### config.mk
export PLATFORM = sky130hd
export DESIGN_NAME = mem_access_fsm
export DESIGN_NICKNAME = d
export VERILOG_FILES = /design/src/source/mem_pkg.sv /design/src/source/mem_access_fsm.sv
export VERILOG_INCLUDE_DIRS = /design/src /design/src/source
export SDC_FILE = /design/constraint.sdc
export NUM_CORES = 1
export LEC_CHECK = 0
export ABC_AREA = 1
export BUFFER_PORTS_ARGS = -buffer_cell sky130_fd_sc_hd__buf_2
export CORE_AREA = 3 3 40 42
export CTS_CLUSTER_SIZE = 14
export DETAILED_ROUTE_END_ITERATION = 10
export DIE_AREA = 0 0 43 45
export GPL_ROUTABILITY_DRIVEN = 1
export HOLD_SLACK_MARGIN = 0.08
export MAX_ROUTING_LAYER = met4
export PLACE_DENSITY = 0.49
export RECOVER_POWER = 100
export REMOVE_ABC_BUFFERS = 1
export SYNTH_ARGS = -nofsm -noshare
export SYNTH_HDL_FRONTEND = slang
export SYNTH_SLANG_ARGS = --single-unit
### constraint.sdc
create_clock -name clkb -period 1.3 [get_ports clkb]
set_input_delay 0.26 -clock clkb [delete_from_list [all_inputs] [get_ports clkb]]
set_output_delay 0.26 -clock clkb [all_outputs]
set_load 0.02 [all_outputs]
### src/source/mem_defines.svh
`ifndef MEM_DEFINES_SVH
`define MEM_DEFINES_SVH

// data memory geometry
// depth must stay at 2**DMEM_IDX_W so that the word index wraps cleanly
`define DMEM_DEPTH 1024
`define DMEM_IDX_W 10

// retrieve latency of a load, in cycles before the read is issued
// zero means the read goes out in the same cycle the load arrives
`define DMEM_WAIT_CYCLES 2

`endif
### src/source/mem_pkg.sv
package mem_pkg;

  // memory operation from the pipeline
  typedef enum logic [3:0] {
    op_none = 4'd0,
    op_lb   = 4'd1,
    op_lh   = 4'd2,
    op_lw   = 4'd3,
    op_lbu  = 4'd4,
    op_lhu  = 4'd5,
    op_sb   = 4'd6,
    op_sh   = 4'd7,
    op_sw   = 4'd8
  } mem_op_e;

  // word view of a byte address
  typedef struct packed {
    logic [29:0] idx;
    logic [1:0]  off;
  } mem_word_addr_t;

  // same 32 bits, raw byte address or word index plus byte offset
  typedef union packed {
    logic [31:0]    raw;
    mem_word_addr_t word;
  } mem_addr_u;

  // one operation as presented by the pipeline
  typedef struct packed {
    mem_op_e     op;
    mem_addr_u   addr;
    logic [31:0] data;
  } mem_req_t;

  // RAM write port, lane enables and lane-placed data
  typedef struct packed {
    logic [3:0]  be;
    logic [31:0] data;
  } bram_wr_t;

endpackage

### src/source/mem_access_fsm.sv
`include "mem_defines.svh"

module mem_access_fsm import mem_pkg::*; (
  input  logic    clkb,
  input  logic    rstb,
  input  mem_op_e op,
  input  logic    timer_done,
  output logic    timer_start,
  output logic    rd_en,
  output logic    stall,
  output logic    load_valid
);

  typedef enum logic [1:0] {
    st_idle,
    st_wait,
    st_read,
    st_resp
  } state_e;

  state_e state;
  state_e state_nxt;
  logic   is_load;
  logic   is_store;

  assign is_load  = op inside {op_lb, op_lh, op_lw, op_lbu, op_lhu};
  assign is_store = op inside {op_sb, op_sh, op_sw};

  always_ff @(posedge clkb) begin
    if (rstb) begin
      state <= st_idle;
    end else begin
      state <= state_nxt;
    end
  end

  always_comb begin
    state_nxt   = state;
    timer_start = 1'b0;
    rd_en       = 1'b0;
    load_valid  = 1'b0;
    case (state)
      st_idle: begin
        if (is_load) begin
          timer_start = 1'b1;
          // zero wait goes straight to the read
          if (timer_done) begin
            rd_en     = 1'b1;
            state_nxt = st_read;
          end else begin
            state_nxt = st_wait;
          end
        end
      end
      st_wait: begin
        if (timer_done) begin
          rd_en     = 1'b1;
          state_nxt = st_read;
        end
      end
      st_read: begin
        // RAM word lands this cycle
        state_nxt = st_resp;
      end
      default: begin
        load_valid = 1'b1;
        state_nxt  = st_idle;
      end
    endcase
  end

  // stall drops in the response cycle
  assign stall = (state == st_idle && is_load) || state == st_wait || state == st_read;

  // valid strobe trails the timer start by the whole wait plus read and response
  a_valid_after_wait: assert property (@(posedge clkb) disable iff (rstb)
    load_valid |-> $past(timer_start, `DMEM_WAIT_CYCLES + 2))
    else $error("load_valid not %0d cycles after the timer start", `DMEM_WAIT_CYCLES + 2);

  // pipeline must hold the operation while stalled
  a_op_held: assert property (@(posedge clkb) disable iff (rstb)
    stall |=> $stable(op))
    else $error("operation changed under stall");

  // stores only arrive when no load is in flight
  a_no_store_in_load: assert property (@(posedge clkb) disable iff (rstb)
    (state != st_idle) |-> !is_store)
    else $error("store presented during an outstanding load");

endmodule

==> reports/metrics.cfg <==
[synth]
syn-instance-count = 37
netlist_area_um2 = 233
synth.largest_area_cell = ha_1
synthTopCellsByCount = inv_1 (7), nand2_1 (7), nor2_1 (5)
synth-main-ff-cell = dfxtp_1
syn_area_per_cell_um2 = 6.29
synth_seq_cells = 2
synth.area.top_cells = ha_1 (22%), dfxtp_1 (17%), inv_1 (11%)
ys_async_sr_fraction_pct = 0
synth.top_cell.area_share_pct = 21.5
synth_cell_types = 13
yosysSeqAreaShare_pct = 17.2
ys_warn_count = 0
synth_edf_count = 0

[setup_path]
setup.worst_path.start_class = register
cp_slowest_cell = dfxtp_2
rrSetupSlack_ns = 0.06
critical_path_required_ns = 1.04
endpoint_kind = output pin
path_max_fanout = 3
slowest_delay_ns = 0.34
crit_type = reg -> out
cp.arrival_ns = 1.27
crit_path_cell_trace = inv_4 > ha_4 > o21bai_4 > or2_1 > buf_6

[cts]
root_buffer = clkbuf_4
ctsHtreeMaxLevel = 1
clock_latency_ns = 0.22
clk_pin_slew_ns = 0.03
ctsHoldBuffers = 0
cts_buffers = 3
cts_tree = built
cts.sinks = 2
clockBufferDepth = 2

[route]
firstDrtPassIters = 3
drc = 0
antenna_left = 0
wl_per_cell_um = 8.63
drt-total-wl_um = 630
drtIter0Drc = 2
viasPerCell = 3.81
vias = 278

[pwr]
intPower_mw = 0.582
switching_share_pct = 41.9
leakage_nw = 0.242
ir_drop_uv = 963
pwr-share-comb_pct = 73.3
pwr-share-clk_pct = 13.7
power_frac_seq_pct = 13.1
p_switching_mw = 0.419
p_per_area_mw_per_mm2 = 2050

[global_routing]
grt_start_max_net_pins = 5
grt_usage_pct = 8.56
antenna_found_initial = 0
grt-ovfl-total = 0
grt_pass1_wl_um = 1090
grt_pass1_vias = 279

[placed_design]
gp_congestion = 0.749
detailed_place_hpwl_um = 445
placed_cells = 69
io_buffers = 10

[timing]
setup-violations-final = 3
slew_headroom_pct = 90.8
fin_crit_ns = 1.53
hold_ws_ns = 0.277
post-route-period-util_pct = 118
rsz0062_at_grt = true
skew_ns = 0.0000674
worst_slack_ns = -0.228
tightest_slew_ns = 0.138
hold_viol = 0
fmax_ghz = 0.654
final_max_slew_viol_count = 0

[final_layout]
layout-drive-gt1-share_pct = 60.3
fin_util_pct = 38.1
largest_register_ffs = 2
fin_cells = 73
reg_top3 = state (2)
nets = 71
diodes = 0
area_growth_pct = 110
top_register = state

[floorplan]
pin_count = 11
die_w_um = 43
fp.dieArea_mm2 = 0.00194
start_util_pct = 18.1
die_h_um = 45
row_count = 13
core-area_mm2 = 0.00128

[hold_path]
min_path_type = in -> reg

[flow_run]
maxCapViolCount = 0

[run_status]
outcome = finished, violations left
failed_checks = setup timing

worst max-delay path: cells and delay by family, from the launching register on:
family	cells	cell delay (ns)
AOI/OAI and AO/OA	1	0.16
buffers and inverters	2	0.18
DFF	1	0.34
adders and majority gates	1	0.15
and+or+nand+nor	1	0.21
area by class of cell:
cell class | instances | area (um2)
fillers | 138 | 796
multi-input cells | 27 | 230
repair buffers | 18 | 135
flip-flops and latches | 2 | 45.0
inverters | 8 | 37.5
clock buffers | 3 | 22.5
well taps | 15 | 18.8
cell families after synthesis:
| kind of cell | count (synthesis) | share of synthesized area [%] |
|---|---|---|
| buf+inv | 8 | 12.9 |
| fa+ha+maj | 4 | 21.5 |
| compound gates | 6 | 16.7 |
| flops | 2 | 17.2 |
| simple gates | 17 | 31.7 |
metal layers:
layer	vias up	global-route usage (%)	routed length (um)
li1	156	-	-
met1	113	7.19	252
met2	9	14.4	340
met3	0	2.79	36
met4	0	9.04	0
met5	-	-	0
layout by cell type (no fill, tap or decap), types with 2 or more instances in the layout:
| master | instances |
|---|---|
| buf_2 | 6 |
| nand2_2 | 3 |
| inv_1 | 5 |
| a21oi_1 | 3 |
| nand3_1 | 2 |
| buf_6 | 4 |
| clkbuf_4 | 3 |
| nand2_1 | 6 |
| buf_4 | 8 |
| nor2_1 | 4 |
| inv_4 | 3 |
| ha_4 | 4 |
repair_timing:
action / in CTS / in global routing
pin swaps: 2 / 4
gates resized for setup: 20 / 8
buffers inserted: 1 / 0
endpoints found under the setup margin: 5 / 4
per-stage QoR:
stage,setup TNS [ns],cell area (um2),worst slack [ns],power [mW]
final,-0.487,489,-0.228,1.00
after global routing,-0.719,489,-0.288,1.10
after CTS,-0.594,457,-0.252,0.944
after detailed placement,-0.0810,354,-0.0810,0.616
after global placement,-0.0938,354,-0.0873,0.621
after floorplan,-0.128,233,-0.0780,0.409
worst paths after layout:
kind	startpoint	to	cells after the start
setup / recovery	state[1]	stall	5
hold / removal	rstb	state[0]	4
setup reg to reg	state[0]	state[1]	9
hold reg to reg	state[1]	state[1]	3
power by group through the flow:
stage / Sequential, mW / Combinational (mW) / Clock, mW
final: 0.131 / 0.733 / 0.137
after global routing: 0.135 / 0.808 / 0.156
after CTS: 0.125 / 0.670 / 0.149
after detailed placement: 0.102 / 0.514 / 0
after global placement: 0.103 / 0.518 / 0
after floorplan: 0.111 / 0.298 / 0
No activity file was read; power rests on OpenSTA's default activity.
