### src/source/mem_defines.svh
`ifndef MEM_DEFINES_SVH
`define MEM_DEFINES_SVH

// data memory geometry
// depth must stay at 2**DMEM_IDX_W so that the word index wraps cleanly
`define DMEM_DEPTH 1024
`define DMEM_IDX_W 10

// retrieve latency of a load, in cycles before the read is issued
// zero means the read goes out in the same cycle the load arrives
`define DMEM_WAIT_CYCLES 2

`endif
### src/source/mem_pkg.sv
package mem_pkg;

  // memory operation from the pipeline
  typedef enum logic [3:0] {
    op_none = 4'd0,
    op_lb   = 4'd1,
    op_lh   = 4'd2,
    op_lw   = 4'd3,
    op_lbu  = 4'd4,
    op_lhu  = 4'd5,
    op_sb   = 4'd6,
    op_sh   = 4'd7,
    op_sw   = 4'd8
  } mem_op_e;

  // word view of a byte address
  typedef struct packed {
    logic [29:0] idx;
    logic [1:0]  off;
  } mem_word_addr_t;

  // same 32 bits, raw byte address or word index plus byte offset
  typedef union packed {
    logic [31:0]    raw;
    mem_word_addr_t word;
  } mem_addr_u;

  // one operation as presented by the pipeline
  typedef struct packed {
    mem_op_e     op;
    mem_addr_u   addr;
    logic [31:0] data;
  } mem_req_t;

  // RAM write port, lane enables and lane-placed data
  typedef struct packed {
    logic [3:0]  be;
    logic [31:0] data;
  } bram_wr_t;

endpackage

### src/source/load_extract.sv
module load_extract import mem_pkg::*; (
  input  mem_op_e     op,
  input  logic [1:0]  byte_off,
  input  logic [31:0] rd_word,
  input  logic        valid,
  output logic [31:0] load_data
);

  logic [7:0]  sel_byte;
  logic [15:0] sel_half;

  always_comb begin
    case (byte_off)
      2'd0:    sel_byte = rd_word[7:0];
      2'd1:    sel_byte = rd_word[15:8];
      2'd2:    sel_byte = rd_word[23:16];
      default: sel_byte = rd_word[31:24];
    endcase
  end

  // halfword by bit 1 only
  assign sel_half = byte_off[1] ? rd_word[31:16] : rd_word[15:0];

  always_comb begin
    load_data = 32'b0;
    // result only shown in the valid cycle
    if (valid) begin
      case (op)
        op_lb: begin
          load_data = {{24{sel_byte[7]}}, sel_byte};
        end
        op_lh: begin
          load_data = {{16{sel_half[15]}}, sel_half};
        end
        op_lw: begin
          load_data = rd_word;
        end
        op_lbu: begin
          load_data = {24'b0, sel_byte};
        end
        op_lhu: begin
          load_data = {16'b0, sel_half};
        end
        default: begin
          load_data = 32'b0;
        end
      endcase
    end
  end

endmodule

### config.mk
export PLATFORM = sky130hd
export DESIGN_NAME = load_extract
export DESIGN_NICKNAME = d
export VERILOG_FILES = /design/src/source/mem_defines.svh /design/src/source/mem_pkg.sv /design/src/source/load_extract.sv
export SDC_FILE = /design/constraint.sdc
export NUM_CORES = 1
export LEC_CHECK = 0
export BUFFER_PORTS_ARGS = -buffer_cell sky130_fd_sc_hd__buf_2
export CAP_MARGIN = 30
export CORE_UTILIZATION = 31
export DETAILED_ROUTE_END_ITERATION = 7
export GPL_ROUTABILITY_DRIVEN = 0
export PLACE_DENSITY = 0.69
export SLEW_MARGIN = 20
export SYNTH_ARGS = -nofsm -noshare
export SYNTH_HDL_FRONTEND = slang
export SYNTH_SLANG_ARGS = --single-unit
### constraint.sdc
create_clock -name vclk -period 1.8
set_clock_uncertainty 0.15 [all_clocks]
set_input_delay 0.18 -clock vclk [all_inputs]
set_output_delay 0.18 -clock vclk [all_outputs]
set_load 0.05 [all_outputs]
==> results of run 1 <==
[metal layers]
layer	vias up	share of wire (%)
li1	591	-
met1	728	37
met2	161	46
met3	27	12
met4	0	4.3
met5	-	0
[layout make-up]
| type | instances | area, µm² |
|---|---|---|
| Fill cell | 102 | 354 |
| Inverter | 3 | 11.3 |
| Multi-Input combinational cell | 90 | 928 |
| Tap cell | 28 | 35.0 |
| Timing Repair Buffer | 102 | 968 |
[final timing paths]
kind | startpoint | to | slack (ns) | cells past startpoint
worst max-delay path | byte_off[1] | load_data[25] | -0.11 | 7
worst min-delay path | rd_word[23] | load_data[23] | 0.59 | 4
[kinds of logic (layout without fill, tap and decap cells)]
| kind of cell | Yosys count | in the layout | synth area share [%] |
|---|---|---|---|
| XOR/XNOR | 1 | 1 | 1.11 |
| AO/OA/AOI/OAI | 38 | 38 | 36.9 |
| multiplexers | 10 | 10 | 25.4 |
| AND/OR/NAND/NOR | 41 | 41 | 27.1 |
| buffers and inverters | 13 | 105 | 9.51 |
[metrics by stage]
step | power, mW | hold WS [ns] | TNS [ns] | utilization, % | instance area [µm²]
2_1_floorplan | 0.213 | 0.500 | -3.25 | - | 813
3_3_place_gp | 0.349 | 0.630 | -6.39 | 60.2 | 1380
3_5_place_dp | 0.355 | 0.622 | -7.07 | 60.2 | 1380
4_1_cts | 0.450 | 0.577 | -0.417 | 80.0 | 1840
5_1_grt | 0.527 | 0.605 | -2.60 | 84.6 | 1940
6_report | 0.512 | 0.591 | -1.80 | 84.6 | 1940
[report_power, final]
part,internal [mW],leakage (nW),switching [mW]
registers,0,0,0
logic,0.243,0.832,0.269
clock network,0,0,0
total,0.243,0.832,0.269
[critical path: cells and delay by family]
| family | cells | cell delay (ns) |
|---|---|---|
| multiplexers | 1 | 0.54 |
| AO/OA/AOI/OAI | 2 | 0.28 |
| buffers and inverters | 4 | 0.59 |
[timing repair]
| action | 4_1_cts | 5_1_grt |
|---|---|---|
| gates resized for setup | 121 | 25 |
| pin swaps | 19 | 5 |
| endpoints found under the setup margin | 31 | 31 |
| cloned | 2 | 0 |
| hold buffers | 0 | 0 |
| setup buffers | 1 | 0 |
[synthesized netlist by cell type (2+ instances only)]
| cell | count |
|---|---|
| a21oi_1 | 16 |
| a221o_1 | 15 |
| buf_2 | 5 |
| buf_6 | 2 |
| inv_1 | 3 |
| mux2i_1 | 2 |
| mux4_2 | 8 |
| nand2_1 | 19 |
| nand2b_1 | 3 |
| nor2_1 | 4 |
| nor2b_1 | 8 |
| o21ai_1 | 2 |
==> impl_metrics.yaml, run 1 <==
global_routing:
  grt_overflow_total: 0
  met3_usage_pct: 10.1
  grt_pass1_vias: 1497
  grt_pass1_wl_um: 7400
  antenna_found_initial: 0
  top_usage_layer: "met2"
  grt_max_degree: 16
  met1_usage_pct: 39.7
  grt_use_met2_pct: 61.2
  grt_usage_pct: 36.5
final_layout:
  mostFrequentLayoutCells: "buf_6, buf_2, nand2_1, buf_8, buf_4"
  drive_gt1_share_pct: 82.1
  regArea_um2: 0
  syn2layout_area_growth_pct: 146
  seq_cell_count: 0
  finish.net_count: 236
  n_antenna_cell: 0
  clock_buffers: 0
  final_common_cell: "buf_6"
  final_cells: 223
route:
  drt_iter0_markers: 107
  vias: 1507
  drtAntennaViolNets: 0
  drt_wl_total_um: 5530
  remaining_drc_errors: 0
  viasPerCell: 6.76
  first_pass_iters: 4
  wl_per_cell_um: 24.8
die:
  die_area_mm2: 0.00275
  core_area_mm2: 0.00230
  ioPinCount: 71
  fp.dieW_um: 52.5
  start_util_pct: 34.4
  die_h_um: 52.5
  rows: 17
power:
  vdd_drop_max_uv: 199
  p_leak_nw: 0.832
  power_density_mw_per_mm2: 263
min_path:
  min_path_type: "in2out"
setup_path:
  required_ns: 1.47
  critPathMaxStageDelay_ns: 0.54
  setup.worst_path.start_class: "input port"
  cp_max_fo: 7
  crit_top_cell: "buf_6"
  cp_cell_sequence: "buf_8 -> mux4_2 -> buf_6 -> a31oi_4 -> buf_6 -> a21oi_2 -> buf_6"
  critPathKind: "in2out"
  cp.arrival_ns: 1.58
  slowest_stage: "mux4_2"
  endpoint_kind: "output port"
yosys:
  seq_area_frac_synth_pct: 0
  synth_top_area_share_pct: 22.8
  synth_top_cell_by_area: "mux4_2"
  synth_area_um2: 790
  synthTopCellsByArea: "mux4_2, a221o_1, a21oi_1, nand2_1, nor2b_1"
  syn_inst: 103
  yosysWarnings: 0
  avgSynthCellArea_um2: 7.67
  ys_types: 28
  synthesis.nets: 142
sta:
  period_minus_slack_ns: 1.91
  worstMarginPinSlew_ns: 0.411
  min_period_over_period_pct: 106
  finalHoldViolCount: 0
  worst_slack_ns: -0.114
  slew_headroom_pct: 72.6
  timing.fmax_ghz: 0.523
  rsz0062_at_grt: "yes"
  finalSetupViolCount: 31
  drv_slew: 0
placement:
  post-place-ws_ns: -0.364
  dp_hpwl_um: 2580
  dp.cells: 221
  portBuffers: 71
run_status:
  outcome: "finished with violations"
  violations: "negative setup slack"
run:
  maxCapViolations: 0
No activity file was read; power rests on OpenSTA's default activity.
==> inputs of run 2 (changes only) <==
--- a/config.mk
+++ b/config.mk
@@ -16,2 +16,3 @@
 export SYNTH_HDL_FRONTEND = slang
 export SYNTH_SLANG_ARGS = --single-unit
+export TNS_END_PERCENT = 100
==> constraint.sdc (replaced) <==
create_clock -name vclk -period 1.8
set_clock_uncertainty 0.15 [all_clocks]
set_input_delay 0.09 -clock vclk [all_inputs]
set_output_delay 0.09 -clock vclk [all_outputs]
set_load 0.05 [all_outputs]
==> impl_metrics.yaml, run 2 (same netlist as run 1, synthesis figures left out) <==
die:
  die_area_mm2: 0.00275
  rows: 17
  ioPinCount: 71
  die_h_um: 52.5
  fp.dieW_um: 52.5
  start_util_pct: 34.4
  core_area_mm2: 0.00230
setup_path:
  endpoint_kind: "output port"
  required_ns: 1.56
  setup.worst_path.start_class: "input port"
  critPathKind: "in2out"
  cp.arrival_ns: 1.52
  cp_max_fo: 7
placement:
  dp_hpwl_um: 2560
  post-place-ws_ns: 0.00417
  dp.cells: 207
  postPlaceCellArea_mm2: 0.00125
  portBuffers: 71
sta:
  timing.fmax_ghz: 0.567
  worst_slack_ns: 0.0375
  period_minus_slack_ns: 1.76
  finalHoldViolCount: 0
  worstMarginPinSlew_ns: 0.274
  whs_ns: 0.435
  finalSetupViolCount: 0
  slew_headroom_pct: 81.2
  drv_slew: 0
  min_period_over_period_pct: 97.9
final_layout:
  finish.net_count: 223
  clock_buffers: 0
  regArea_um2: 0
  fill_cells: 211
  final_cells: 210
  final_common_cell: "buf_2"
  final_cell_area_mm2: 0.00133
  syn2layout_area_growth_pct: 68.1
  multi_input_area_um2: 724
  seq_cell_count: 0
  drive_gt1_share_pct: 56.6
  mostFrequentLayoutCells: "buf_2, buf_4, nand2_1, a21oi_1, a221o_1"
  n_antenna_cell: 0
global_routing:
  antenna_found_initial: 0
  grt_pass1_vias: 1045
  grt_usage_pct: 22.9
  grt_overflow_total: 0
  grt_pass1_wl_um: 4810
  grt_max_degree: 14
route:
  drt_iter0_markers: 33
  viasPerCell: 5.71
  vias: 1200
  wl_per_cell_um: 15.1
  remaining_drc_errors: 0
  first_pass_iters: 4
  drtAntennaViolNets: 0
  drt_wl_total_um: 3160
power:
  vdd_drop_max_uv: 122
  power_density_mw_per_mm2: 262
  p_leak_nw: 0.648
min_path:
  min_path_type: "in2out"
  holdPathStages: 3
run_status:
  outcome: "complete, no violations"
clocking:
  ctsHoldBuffers: 0
run:
  maxCapViolations: 0
## run 2: changes by cell type in the layout (fill, tap and decap cells not counted), sizes merged
cell / previous run / this run
buf: 102 / 86
clkbuf: 0 / 3
## run 2: timing repair
item	CTS	global route
resized for setup	1	18
endpoints found under the hold margin	0	0
endpoints found under the setup margin	2	22
setup buffers	2	1
pin swaps	0	1
## run 2: critical path: stages
cell	delay, ns
buf_2	0.10
mux4_2	0.55
nand3_2	0.11
nor2_1	0.05
buf_4	0.16
a221o_1	0.27
buf_4	0.19
## run 2: routing by layer
metal  vias up  GRT usage (%)  routed length, µm
met5         -              0                  0
met4         0           4.39                 13
met3         4          0.290                208
met2        50           44.3               1770
met1       579           27.7               1170
li1        567              -                  -
## run 2: power breakdown
part | switching [mW] | leakage, nW | total [mW] | internal, mW
combinational | 0.199 | 0.648 | 0.347 | 0.148
sequential | 0 | 0 | 0 | 0
clock | 0 | 0 | 0 | 0
## run 2: area by class of cell
type                       instances  share of cell area, %
multi-input combinational         90                   54.6
tap                               28                   2.64
timing repair buffer              89                   41.9
inverter                           3                  0.848
## run 2: through the flow
step | utilization, % | total power [mW] | TNS, ns
5_1_grt | 57.8 | 0.369 | -0.0443
3_5_place_dp | 54.6 | 0.324 | 0
6_report | 57.8 | 0.347 | 0
4_1_cts | 55.9 | 0.337 | 0
3_3_place_gp | 54.6 | 0.318 | 0
2_1_floorplan | - | 0.209 | -0.679
## run 2: path summary, 6_finish.rpt
| path | start | to | slack (ns) |
|---|---|---|---|
| setup / recovery | byte_off[1] | load_data[12] | 0.04 |
| hold / removal | rd_word[9] | load_data[9] | 0.44 |
