**src/source/mem_defines.svh**
```systemverilog
`ifndef MEM_DEFINES_SVH
`define MEM_DEFINES_SVH

// data memory geometry
// depth must stay at 2**DMEM_IDX_W so that the word index wraps cleanly
`define DMEM_DEPTH 1024
`define DMEM_IDX_W 10

// retrieve latency of a load, in cycles before the read is issued
// zero means the read goes out in the same cycle the load arrives
`define DMEM_WAIT_CYCLES 2

`endif
```
**src/source/mem_pkg.sv**
```systemverilog
package mem_pkg;

  // memory operation from the pipeline
  typedef enum logic [3:0] {
    op_none = 4'd0,
    op_lb   = 4'd1,
    op_lh   = 4'd2,
    op_lw   = 4'd3,
    op_lbu  = 4'd4,
    op_lhu  = 4'd5,
    op_sb   = 4'd6,
    op_sh   = 4'd7,
    op_sw   = 4'd8
  } mem_op_e;

  // word view of a byte address
  typedef struct packed {
    logic [29:0] idx;
    logic [1:0]  off;
  } mem_word_addr_t;

  // same 32 bits, raw byte address or word index plus byte offset
  typedef union packed {
    logic [31:0]    raw;
    mem_word_addr_t word;
  } mem_addr_u;

  // one operation as presented by the pipeline
  typedef struct packed {
    mem_op_e     op;
    mem_addr_u   addr;
    logic [31:0] data;
  } mem_req_t;

  // RAM write port, lane enables and lane-placed data
  typedef struct packed {
    logic [3:0]  be;
    logic [31:0] data;
  } bram_wr_t;

endpackage

```
**src/source/store_align.sv**
```systemverilog
module store_align import mem_pkg::*; (
  input  mem_req_t req,
  output logic     store,
  output bram_wr_t wr
);

  logic [1:0] off;

  assign off   = req.addr.word.off;
  assign store = (req.op == op_sb) || (req.op == op_sh) || (req.op == op_sw);

  always_comb begin
    wr = '0;
    case (req.op)
      op_sb: begin
        // byte goes to the lane picked by the offset
        wr.be   = 4'b0001 << off;
        wr.data = {24'b0, req.data[7:0]} << {off, 3'b000};
      end
      op_sh: begin
        // bit 0 dropped, misaligned halfwords land aligned down
        if (req.addr.raw[1]) begin
          wr.be   = 4'b1100;
          wr.data = {req.data[15:0], 16'b0};
        end else begin
          wr.be   = 4'b0011;
          wr.data = {16'b0, req.data[15:0]};
        end
      end
      op_sw: begin
        wr.be   = 4'b1111;
        wr.data = req.data;
      end
      default: begin
        wr = '0;
      end
    endcase

    // enabled lanes must carry the store data
    if (req.op == op_sb) begin
      a_sb_onehot: assert ($onehot(wr.be) && wr.be[off] &&
                           wr.data[8*off +: 8] == req.data[7:0])
        else $error("sb lanes and data disagree: be %b data %h", wr.be, wr.data);
    end
    if (req.op == op_sh) begin
      a_sh_pair: assert ((wr.be == 4'b0011 || wr.be == 4'b1100) && wr.be[off] &&
                         wr.data[{off[1], 4'b0000} +: 16] == req.data[15:0])
        else $error("sh lanes and data disagree: be %b data %h", wr.be, wr.data);
    end
  end

endmodule

```
**config.mk**
```make
export PLATFORM = sky130hd
export DESIGN_NAME = store_align
export DESIGN_NICKNAME = d
export VERILOG_FILES = /design/src/source/mem_defines.svh /design/src/source/mem_pkg.sv /design/src/source/store_align.sv
export SDC_FILE = /design/constraint.sdc
export NUM_CORES = 1
export LEC_CHECK = 0
export ABC_CLOCK_PERIOD_IN_PS = 1800
export BUFFER_PORTS_ARGS = -buffer_cell sky130_fd_sc_hd__buf_4
export CORE_MARGIN = 10
export CORE_UTILIZATION = 22
export DETAILED_ROUTE_END_ITERATION = 12
export MAX_ROUTING_LAYER = met4
export PLACE_DENSITY = 0.9
export SYNTH_ARGS = -nofsm -noshare
export SYNTH_HDL_FRONTEND = slang
export SYNTH_SLANG_ARGS = --single-unit
```
**constraint.sdc**
```tcl
create_clock -name vclk -period 1.8
set_clock_uncertainty 0.2 [all_clocks]
set_input_delay 0.45 -clock vclk [all_inputs]
set_output_delay 0.45 -clock vclk [all_outputs]
set_load 0.01 [all_outputs]
```
==> key figures, run 1 <==
Run status
  • Status: finished with violations
  • Failing checks: setup timing

Synthesis
  • Mapped Area: 478 sq um
  • Synth Net Count: 138
  • Post-synth top area share: 29.3%
  • Top cells by area, synth: a22o_1 (29%), a22oi_1 (13%), nor2b_1 (12%)
  • Count of different cell masters after synthesis: 19
  • Syn Inst Count: 70
  • Avg Cell Area, Syn: between 6 and 7 sq um
  • Synth Warn #: 0
  • Sequential area share after synthesis: 0%
  • Count leader, synth: a22o_1
  • Cell taking the most area after synthesis: a22o_1
  • Commonest cells post-synth: a22o_1 (16), o21ai_0 (11), nand2_1 (9), nor2b_1 (9), a22oi_1 (8)

Cells and area
  • Filler cell count in the final layout: 159
  • Area grow syn2layout: 192%
  • Fraction of layout cells with a size suffix above 1: between 70% and 80%
  • Clkbuf count: 0
  • Nets: 223
  • Multi-input logic area: around 600 sq um
  • Seq cells: 0
  • Antenna Cells: 0
  • Sequential cell area: 0 sq um

Global routing
  • GRT Total Usage: about 15%
  • Initial antenna violation count: 0
  • Global route overflow: 0
  • First-pass GRT wire length: a little over 5000 um
  • Largest net degree at the start of global routing: 11
  • Vias in the first global route: 1,016

Floorplanning
  • I/O pins: about 110
  • Die height: between 60 and 70 um
  • Core Rows: 16
  • Die area: 0.00444 sq mm
  • Initial Utilization: 23.6%
  • Die width: between 60 and 70 um
  • Core area: 0.00202 sq mm

Power and ir drop
  • Cell Int Power: approximately 150 uW
  • Overall Power: ~270 uW
  • Clock Power Share: 0%
  • Switching Share: 42.4%
  • Sequential Power Share: 0%
  • VDD IR max: ~0.00011 V
  • Combinational power share: 100.0%
  • P per Cell Area: about 190 mW/mm^2
  • Sw Pwr: 114 uW
  • Leak: about 0.70 nW

Setup path
  • Worst setup SP type: input port
  • Crit path max fanout: 9
  • Crit Path Category: input port to output pin
  • Critical path required time: between 1 and 1.5 ns
  • Crit path arrival time: around 1.4 ns
  • Crit path capture type: output pin
  • Crit. Startpoint: req[66]

STA
  • Rel. slew slack: a little over four fifths
  • Min Tclk post-route: between 2 and 2.5 ns
  • Finish-stage setup viols: 37
  • Fin. max-slew vios: 0
  • Fin. Hold Viols: 0
  • RSZ-0062 raised after global routing: true
  • Final setup margin: -0.278 ns
  • Final worst-path cycle share: 115%
  • F_max: 481 MHz
  • Measured slew at the worst slew-check pin: ~0.25 ns

Route
  • Wire per inst: 19.5 um
  • Pre-Repair DR Iteration Count: 3
  • Vias per std cell: 5.31
  • Routed vias: 955
  • Routed wire length: 3520 um
  • Antenna viol nets, final: 0
  • Starting DRC count in detailed routing: 33
  • DRC Markers: 0

Clock network
  • CTS Hold Buffers Added: 0

Placement
  • Pre-CTS setup slack: -0.497 ns
  • # port buffers: 75
  • Post-DP HPWL: between 2000 and 3000 um
  • Gp weighted congestion: 0.761

Worst hold path
  • Worst min-delay path class: input port to output pin
  • Hold path startpoint: req[28]

Run
  • Max-cap violations: 0
==> per-stage QoR <==
stage / hold WS [ns] / instance area (sq um) / cells / TNS, ns / util (%)
CTS: 0.978 / 1320 / 180 / -8.81 / 65.4
finish: 0.973 / 1400 / 180 / -8.90 / 69.1
detailed placement: 0.985 / 1190 / 177 / -14.36 / 59.0
global route: 0.993 / 1400 / 180 / -10.50 / 69.1
global placement: 0.978 / 1190 / 177 / -13.29 / 59.0
floorplan: 0.810 / 548 / 70 / -3.20 / -
==> placed cells by master, fill, tap and decap left out, types with 2 or more instances in the layout <==
| cell | instances |
|---|---|
| buf_4 | 63 |
| buf_6 | 20 |
| a22o_1 | 16 |
| o21ai_2 | 11 |
| nor2b_2 | 8 |
| a22oi_1 | 8 |
| nand2_2 | 6 |
| buf_12 | 3 |
| nor2_4 | 2 |
| nand2_4 | 2 |
==> logic make-up (layout without fill, tap and decap cells) <==
group | after synthesis | count (layout) | share of synthesized area (%)
AND/OR/NAND/NOR | 28 | 28 | 38.0
buffers and inverters | 5 | 88 | 4.97
AO/OA/AOI/OAI | 37 | 37 | 57.1
==> critical path, stage by stage <==
cell and delay (ns):
buf_12 0.11, nor4b_4 0.27, buf_6 0.17, a21oi_4 0.04
buf_12 0.15, nor2b_2 0.11, buf_4 0.12
==> final cells by class <==
| class | instances | share of cell area [%] |
|---|---|---|
| Timing Repair Buffer | 87 | 55.4 |
| Multi-Input combinational cell | 65 | 41.9 |
| Tap cell | 27 | 2.42 |
| Inverter | 1 | 0.269 |
==> power groups by stage <==
stage               Combinational [mW]  Clock (mW)  Sequential, mW
CTS                              0.254           0               0
global placement                 0.220           0               0
floorplan                       0.0828           0               0
global route                     0.286           0               0
finish                           0.268           0               0
detailed placement               0.228           0               0
==> layer usage <==
metal / global-route usage, % / wire, um / share of wire, % / up-vias
met5: - / 0 / 0 / -
met4: 0.785 / 17 / 0.48 / 0
li1: - / - / - / 447
met1: 15.8 / 1340 / 38 / 460
met2: 27.4 / 1910 / 54 / 46
met3: 2.68 / 244 / 6.9 / 2
==> repair_timing <==
action	4_1_cts	5_1_grt
setup endpoints to repair	37	37
resized for setup	27	19
gates cloned	1	0
buffers inserted	2	1
hold endpoints to repair	0	0
pin swaps	12	11
==> path summary, 6_finish.rpt <==
path / to / slack [ns] / depth (start not counted)
worst max-delay path: wr[7] / -0.28 / 7
worst min-delay path: wr[28] / 0.97 / 4
Note: power is estimated with default switching activity, not from simulation.
==> run 2, diff against run 1 <==
--- a/config.mk
+++ b/config.mk
@@ -12,6 +12,7 @@
 export DETAILED_ROUTE_END_ITERATION = 12
 export MAX_ROUTING_LAYER = met4
 export PLACE_DENSITY = 0.9
+export REMOVE_ABC_BUFFERS = 1
 export SYNTH_ARGS = -nofsm -noshare
 export SYNTH_HDL_FRONTEND = slang
 export SYNTH_SLANG_ARGS = --single-unit
==> key figures, run 2 (synthesized netlist as in run 1, its figures left out) <==
Run status
  • Status: finished with violations
  • Failing checks: setup timing

Cells and area
  • Final Util: 64.7%
  • Fraction of layout cells with a size suffix above 1: 70.8%
  • Design Area, Final: approximately 0.0013 sq mm
  • Cell Count, Final, Fillers Out: 181
  • Area grow syn2layout: 174%
  • Sequential cell area: 0 sq um
  • Leading cell type in the layout, fill and taps excluded: buf_4
  • Most frequent cells in the layout: buf_4 (69), buf_6 (18), a22o_1 (16)
  • Seq cells: 0
  • Antenna Cells: 0
  • Clkbuf count: 0
  • Nets: approximately 220
  • Filler cell count in the final layout: about 180

Route
  • Wire per inst: 18.1 um
  • Routed wire length: about 3300 um
  • Pre-Repair DR Iteration Count: 4
  • Antenna viol nets, final: 0
  • DRC Markers: 0
  • Starting DRC count in detailed routing: between 70 and 80
  • Routed vias: between 900 and 1k
  • Vias per std cell: 5.13

STA
  • RSZ-0062 raised after global routing: true
  • Fin. max-slew vios: 0
  • Measured slew at the worst slew-check pin: approximately 0.31 ns
  • Rel. slew slack: about four fifths
  • Final setup margin: -0.272 ns
  • F_max: 483 MHz
  • Finish-stage setup viols: 37
  • Final worst-path cycle share: 115%
  • Min Tclk post-route: between 2 and 2.5 ns
  • Fin. Hold Viols: 0

Setup path
  • Crit path arrival time: between 1 and 1.5 ns
  • Worst setup SP type: input port
  • Crit Path Category: input port to output pin
  • Crit path max fanout: 8
  • Critical path required time: about 1.2 ns
  • Crit path capture type: output pin

Floorplanning
  • Die width: 66.6 um
  • Core area: between 0.002 and 0.0025 sq mm
  • Die area: about 0.0044 sq mm
  • Core Rows: 16
  • Die height: around 67 um
  • Initial Utilization: 23.6%
  • I/O pins: roughly 110

Clock network
  • CTS Hold Buffers Added: 0

Worst hold path
  • Worst hold endpoint: wr[24]
  • Hold Path Stages: 4
  • Worst min-delay path class: input port to output pin
  • Hold path startpoint: req[24]

Global routing
  • GRT Total Usage: between 10% and 20%
  • Met3 GRT Util: under 10%
  • Initial antenna violation count: 0
  • Met2 usage: around 25%
  • Vias in the first global route: 1,005
  • First-pass GRT wire length: roughly 4600 um
  • Met1 usage: between 10% and 20%
  • Largest net degree at the start of global routing: 11
  • Global route overflow: 0
  • Layer with the highest usage: met2

Power and ir drop
  • Overall Power: about 250 uW
  • Sw Pwr: around 100 uW
  • VDD IR max: between 0.0001 and 0.00015 V
  • Leak: about 0.65 nW
  • Sequential Power Share: 0%
  • Combinational power share: 100.0%
  • Switching Share: 41.6%
  • Clock Power Share: 0%
  • P per Cell Area: roughly 190 mW/mm^2
  • Cell Int Power: 144 uW

Placement
  • Post-DP HPWL: around 2600 um
  • # port buffers: 75
  • Area of placed instances: between 0.001 and 0.0015 sq mm
  • Gp weighted congestion: 0.857
  • Placed cell count: roughly 180

Run
  • Max-cap violations: 0
[run 2: cell types whose count changed in the layout (fill, tap and decap cells not counted), sizes merged]
cell and change:
buf +1
[run 2: power groups by stage]
stage / logic [mW] / registers (mW) / clock network, mW
floorplan: 0.0643 / 0 / 0
global placement: 0.208 / 0 / 0
detailed placement: 0.213 / 0 / 0
CTS: 0.236 / 0 / 0
global route: 0.263 / 0 / 0
finish: 0.246 / 0 / 0
[run 2: cell type report]
class                           count  area, sq um  area share (%)
Timing Repair Buffer               88          736            56.2
Multi-Input combinational cell     65          536            40.9
Tap cell                           27         33.8            2.58
Inverter                            1         3.75           0.287
[run 2: worst max-delay path, cell delays in order]
cell and delay [ns]:
buf_8 0.11, nor4b_4 0.30, buf_4 0.16, a21o_4 0.13, a22o_1 0.16, buf_6 0.10
[run 2: worst max path at each step]
stage	slack [ns]	from	to
floorplan	-0.35	req[65]	wr[10]
global placement	-0.47	req[67]	wr[8]
detailed placement	-0.51	req[67]	wr[10]
CTS	-0.28	req[66]	wr[10]
global route	-0.33	req[66]	wr[0]
finish	-0.27	req[66]	wr[10]
[run 2: layer usage]
layer / vias up / wire length (um) / share of wire, %
met4: 0 / 0 / 0
met1: 430 / 1240 / 38
met2: 52 / 1660 / 50
met5: - / 0 / 0
li1: 447 / - / -
met3: 0 / 383 / 12
[run 2: timing repair]
action,in CTS,in global routing
buffers inserted,1,1
setup endpoints to repair,37,37
gates cloned,0,1
resized for setup,38,17
pin swaps,14,6
[run 2: metrics by stage]
stage	hold WS, ns	TNS [ns]	worst slack [ns]
2_1_floorplan	0.837	-9.39	-0.346
3_3_place_gp	0.990	-13.67	-0.473
3_5_place_dp	0.989	-14.36	-0.514
4_1_cts	0.996	-8.59	-0.278
5_1_grt	1.00	-10.53	-0.333
6_report	0.980	-8.42	-0.272
==> run 3, diff against run 2 <==
--- a/config.mk
+++ b/config.mk
@@ -5,13 +5,15 @@
 export SDC_FILE = /design/constraint.sdc
 export NUM_CORES = 1
 export LEC_CHECK = 0
+export ABC_AREA = 1
 export ABC_CLOCK_PERIOD_IN_PS = 1800
 export BUFFER_PORTS_ARGS = -buffer_cell sky130_fd_sc_hd__buf_4
+export CORE_ASPECT_RATIO = 0.5
 export CORE_MARGIN = 10
-export CORE_UTILIZATION = 22
+export CORE_UTILIZATION = 35
 export DETAILED_ROUTE_END_ITERATION = 12
 export MAX_ROUTING_LAYER = met4
-export PLACE_DENSITY = 0.9
+export PLACE_DENSITY = 0.88
 export REMOVE_ABC_BUFFERS = 1
 export SYNTH_ARGS = -nofsm -noshare
 export SYNTH_HDL_FRONTEND = slang
==> key figures, run 3 <==
Setup path
  • CP peak stage delay: roughly 0.26 ns
  • Worst Path Buf+Inv: 3
  • Crit path max-delay family: simple AND/OR/NAND/NOR gates
  • CP Cell Sequence: buf_4, buf_6, nand2_1, nor2_1, nand2_1, nand3_1, buf_4
  • CP max stage cell: nor2_1
  • Critical path required time: about 1.2 ns
  • Crit Path Category: input port to output pin
  • Worst setup SP type: input port
  • Crit path capture type: output pin
  • Crit path max fanout: 11
  • Crit path arrival time: between 1.5 and 2 ns

Route
  • Pre-Repair DR Iteration Count: 13
  • Antenna viol nets, final: 0
  • Wire per inst: roughly 26 um
  • Vias per std cell: roughly 6.9
  • Routed vias: around 3k
  • Starting DRC count in detailed routing: 758
  • Routed wire length: ~11,000 um
  • DRC Markers: 77

Power and ir drop
  • Leak: between 1.5 and 2 nW
  • VDD IR max: 0.0000772 V
  • P per Cell Area: 215 mW/mm^2

Global routing
  • First-pass GRT wire length: 12,200 um
  • Initial antenna violation count: 0
  • Global route overflow: 0
  • Largest net degree at the start of global routing: 25
  • Vias in the first global route: 2,367
  • GRT Total Usage: 22.5%

Run
  • Max-cap violations: 0

Floorplanning
  • Initial Utilization: a little over a third
  • Die height: about 63 um
  • Core Rows: 15
  • Die area: approximately 0.0066 sq mm
  • Die width: between 100 and 150 um
  • Core area: 0.00347 sq mm
  • I/O pins: approximately 110

Run status
  • Status: finished with violations
  • Failing checks: DRC, setup timing

STA
  • Final worst-path cycle share: 123%
  • Measured slew at the worst slew-check pin: 0.294 ns
  • F_max: approximately 450 MHz
  • RSZ-0062 raised after global routing: true
  • Final setup margin: -0.420 ns
  • Min Tclk post-route: 2.22 ns
  • Finish-stage setup viols: 37
  • Setup_tns: -7.86 ns
  • Fin. max-slew vios: 0
  • Worst hold margin: 1.03 ns
  • Fin. Hold Viols: 0
  • Rel. slew slack: between 80% and 90%

Placement
  • Gp weighted congestion: 0.793
  • # port buffers: between 70 and 80
  • Placed cell count: around 420
  • Post-DP HPWL: 3750 um

Synthesis
  • Synth Warn #: 0
  • Mapped Area: ~0.0013 sq mm
  • Post-synth top area share: between 40 and 50%
  • Top cells by area, synth: nand3_1 (40%), nand2_1 (22%), nor2_1 (15%)
  • Cell taking the most area after synthesis: nand3_1
  • Count of different cell masters after synthesis: 10
  • Count leader, synth: nand3_1
  • Sequential area share after synthesis: 0%
  • Syn Inst Count: between 200 and 300
  • Avg Cell Area, Syn: 4.32 sq um
  • Commonest cells post-synth: nand3_1 (102), nand2_1 (75), nor2_1 (52), inv_1 (35), buf_2 (22)

Cells and area
  • Antenna Cells: 0
  • Cell Count, Final, Fillers Out: 430
  • Most frequent cells in the layout: nand3_1 (70), nand2_1 (55), buf_4 (55)
  • Filler cell count in the final layout: between 150 and 200
  • Seq cells: 0
  • Nets: around 450
  • Fraction of layout cells with a size suffix above 1: 45.1%
  • Multi-input logic area: roughly 0.0013 sq mm
  • Leading cell type in the layout, fill and taps excluded: nand3_1
  • Area grow syn2layout: 117%
  • Sequential cell area: 0 sq um
  • Clkbuf count: 0

Worst hold path
  • Worst min-delay path class: input port to output pin

Clock network
  • CTS Hold Buffers Added: 0
==> run 3: cell families (layout without fill, tap and decap cells) <==
family | Yosys count | in the layout | share of synthesized area (%)
AND/OR/NAND/NOR | 232 | 232 | 79.5
buffers and inverters | 62 | 147 | 20.5
==> run 3: metal layers <==
metal | share of wire (%) | up-vias | GRT usage, %
met1 | 31 | 1262 | 24.0
met5 | 0 | - | -
met2 | 40 | 399 | 38.3
met4 | 13 | 0 | 13.6
met3 | 17 | 195 | 4.01
li1 | - | 1102 | -
==> run 3: cell type report <==
cell class	instances	area share, %
timing repair buffer	108	43.4
multi-input combinational	232	48.3
tap	51	2.32
inverter	39	6.08
==> run 3: worst paths after layout <==
kind,startpoint,to,slack [ns],cells past startpoint
worst max-delay path,req[32],wr[11],-0.42,7
worst min-delay path,req[26],wr[26],1.03,4
==> run 3: repair_timing <==
action                     CTS  global route
cloned                       7             4
setup buffers                4             0
pin swaps                    1            13
setup endpoints to repair   37            37
resized for setup           70            66
==> run 3: stage by stage <==
stage               util, %  setup WS, ns  cell area [sq um]  power [mW]
floorplan                 -        -0.827               1160       0.144
global placement       57.0        -0.130               1980       0.355
detailed placement     57.0        -0.150               1980       0.359
CTS                    69.9        -0.145               2430       0.450
global route           79.4        -0.419               2760       0.602
finish                 79.4        -0.420               2760       0.592
==> run 3: power by group <==
part / internal (mW) / switching (mW)
Combinational: 0.259 / 0.333
Sequential: 0 / 0
Clock: 0 / 0
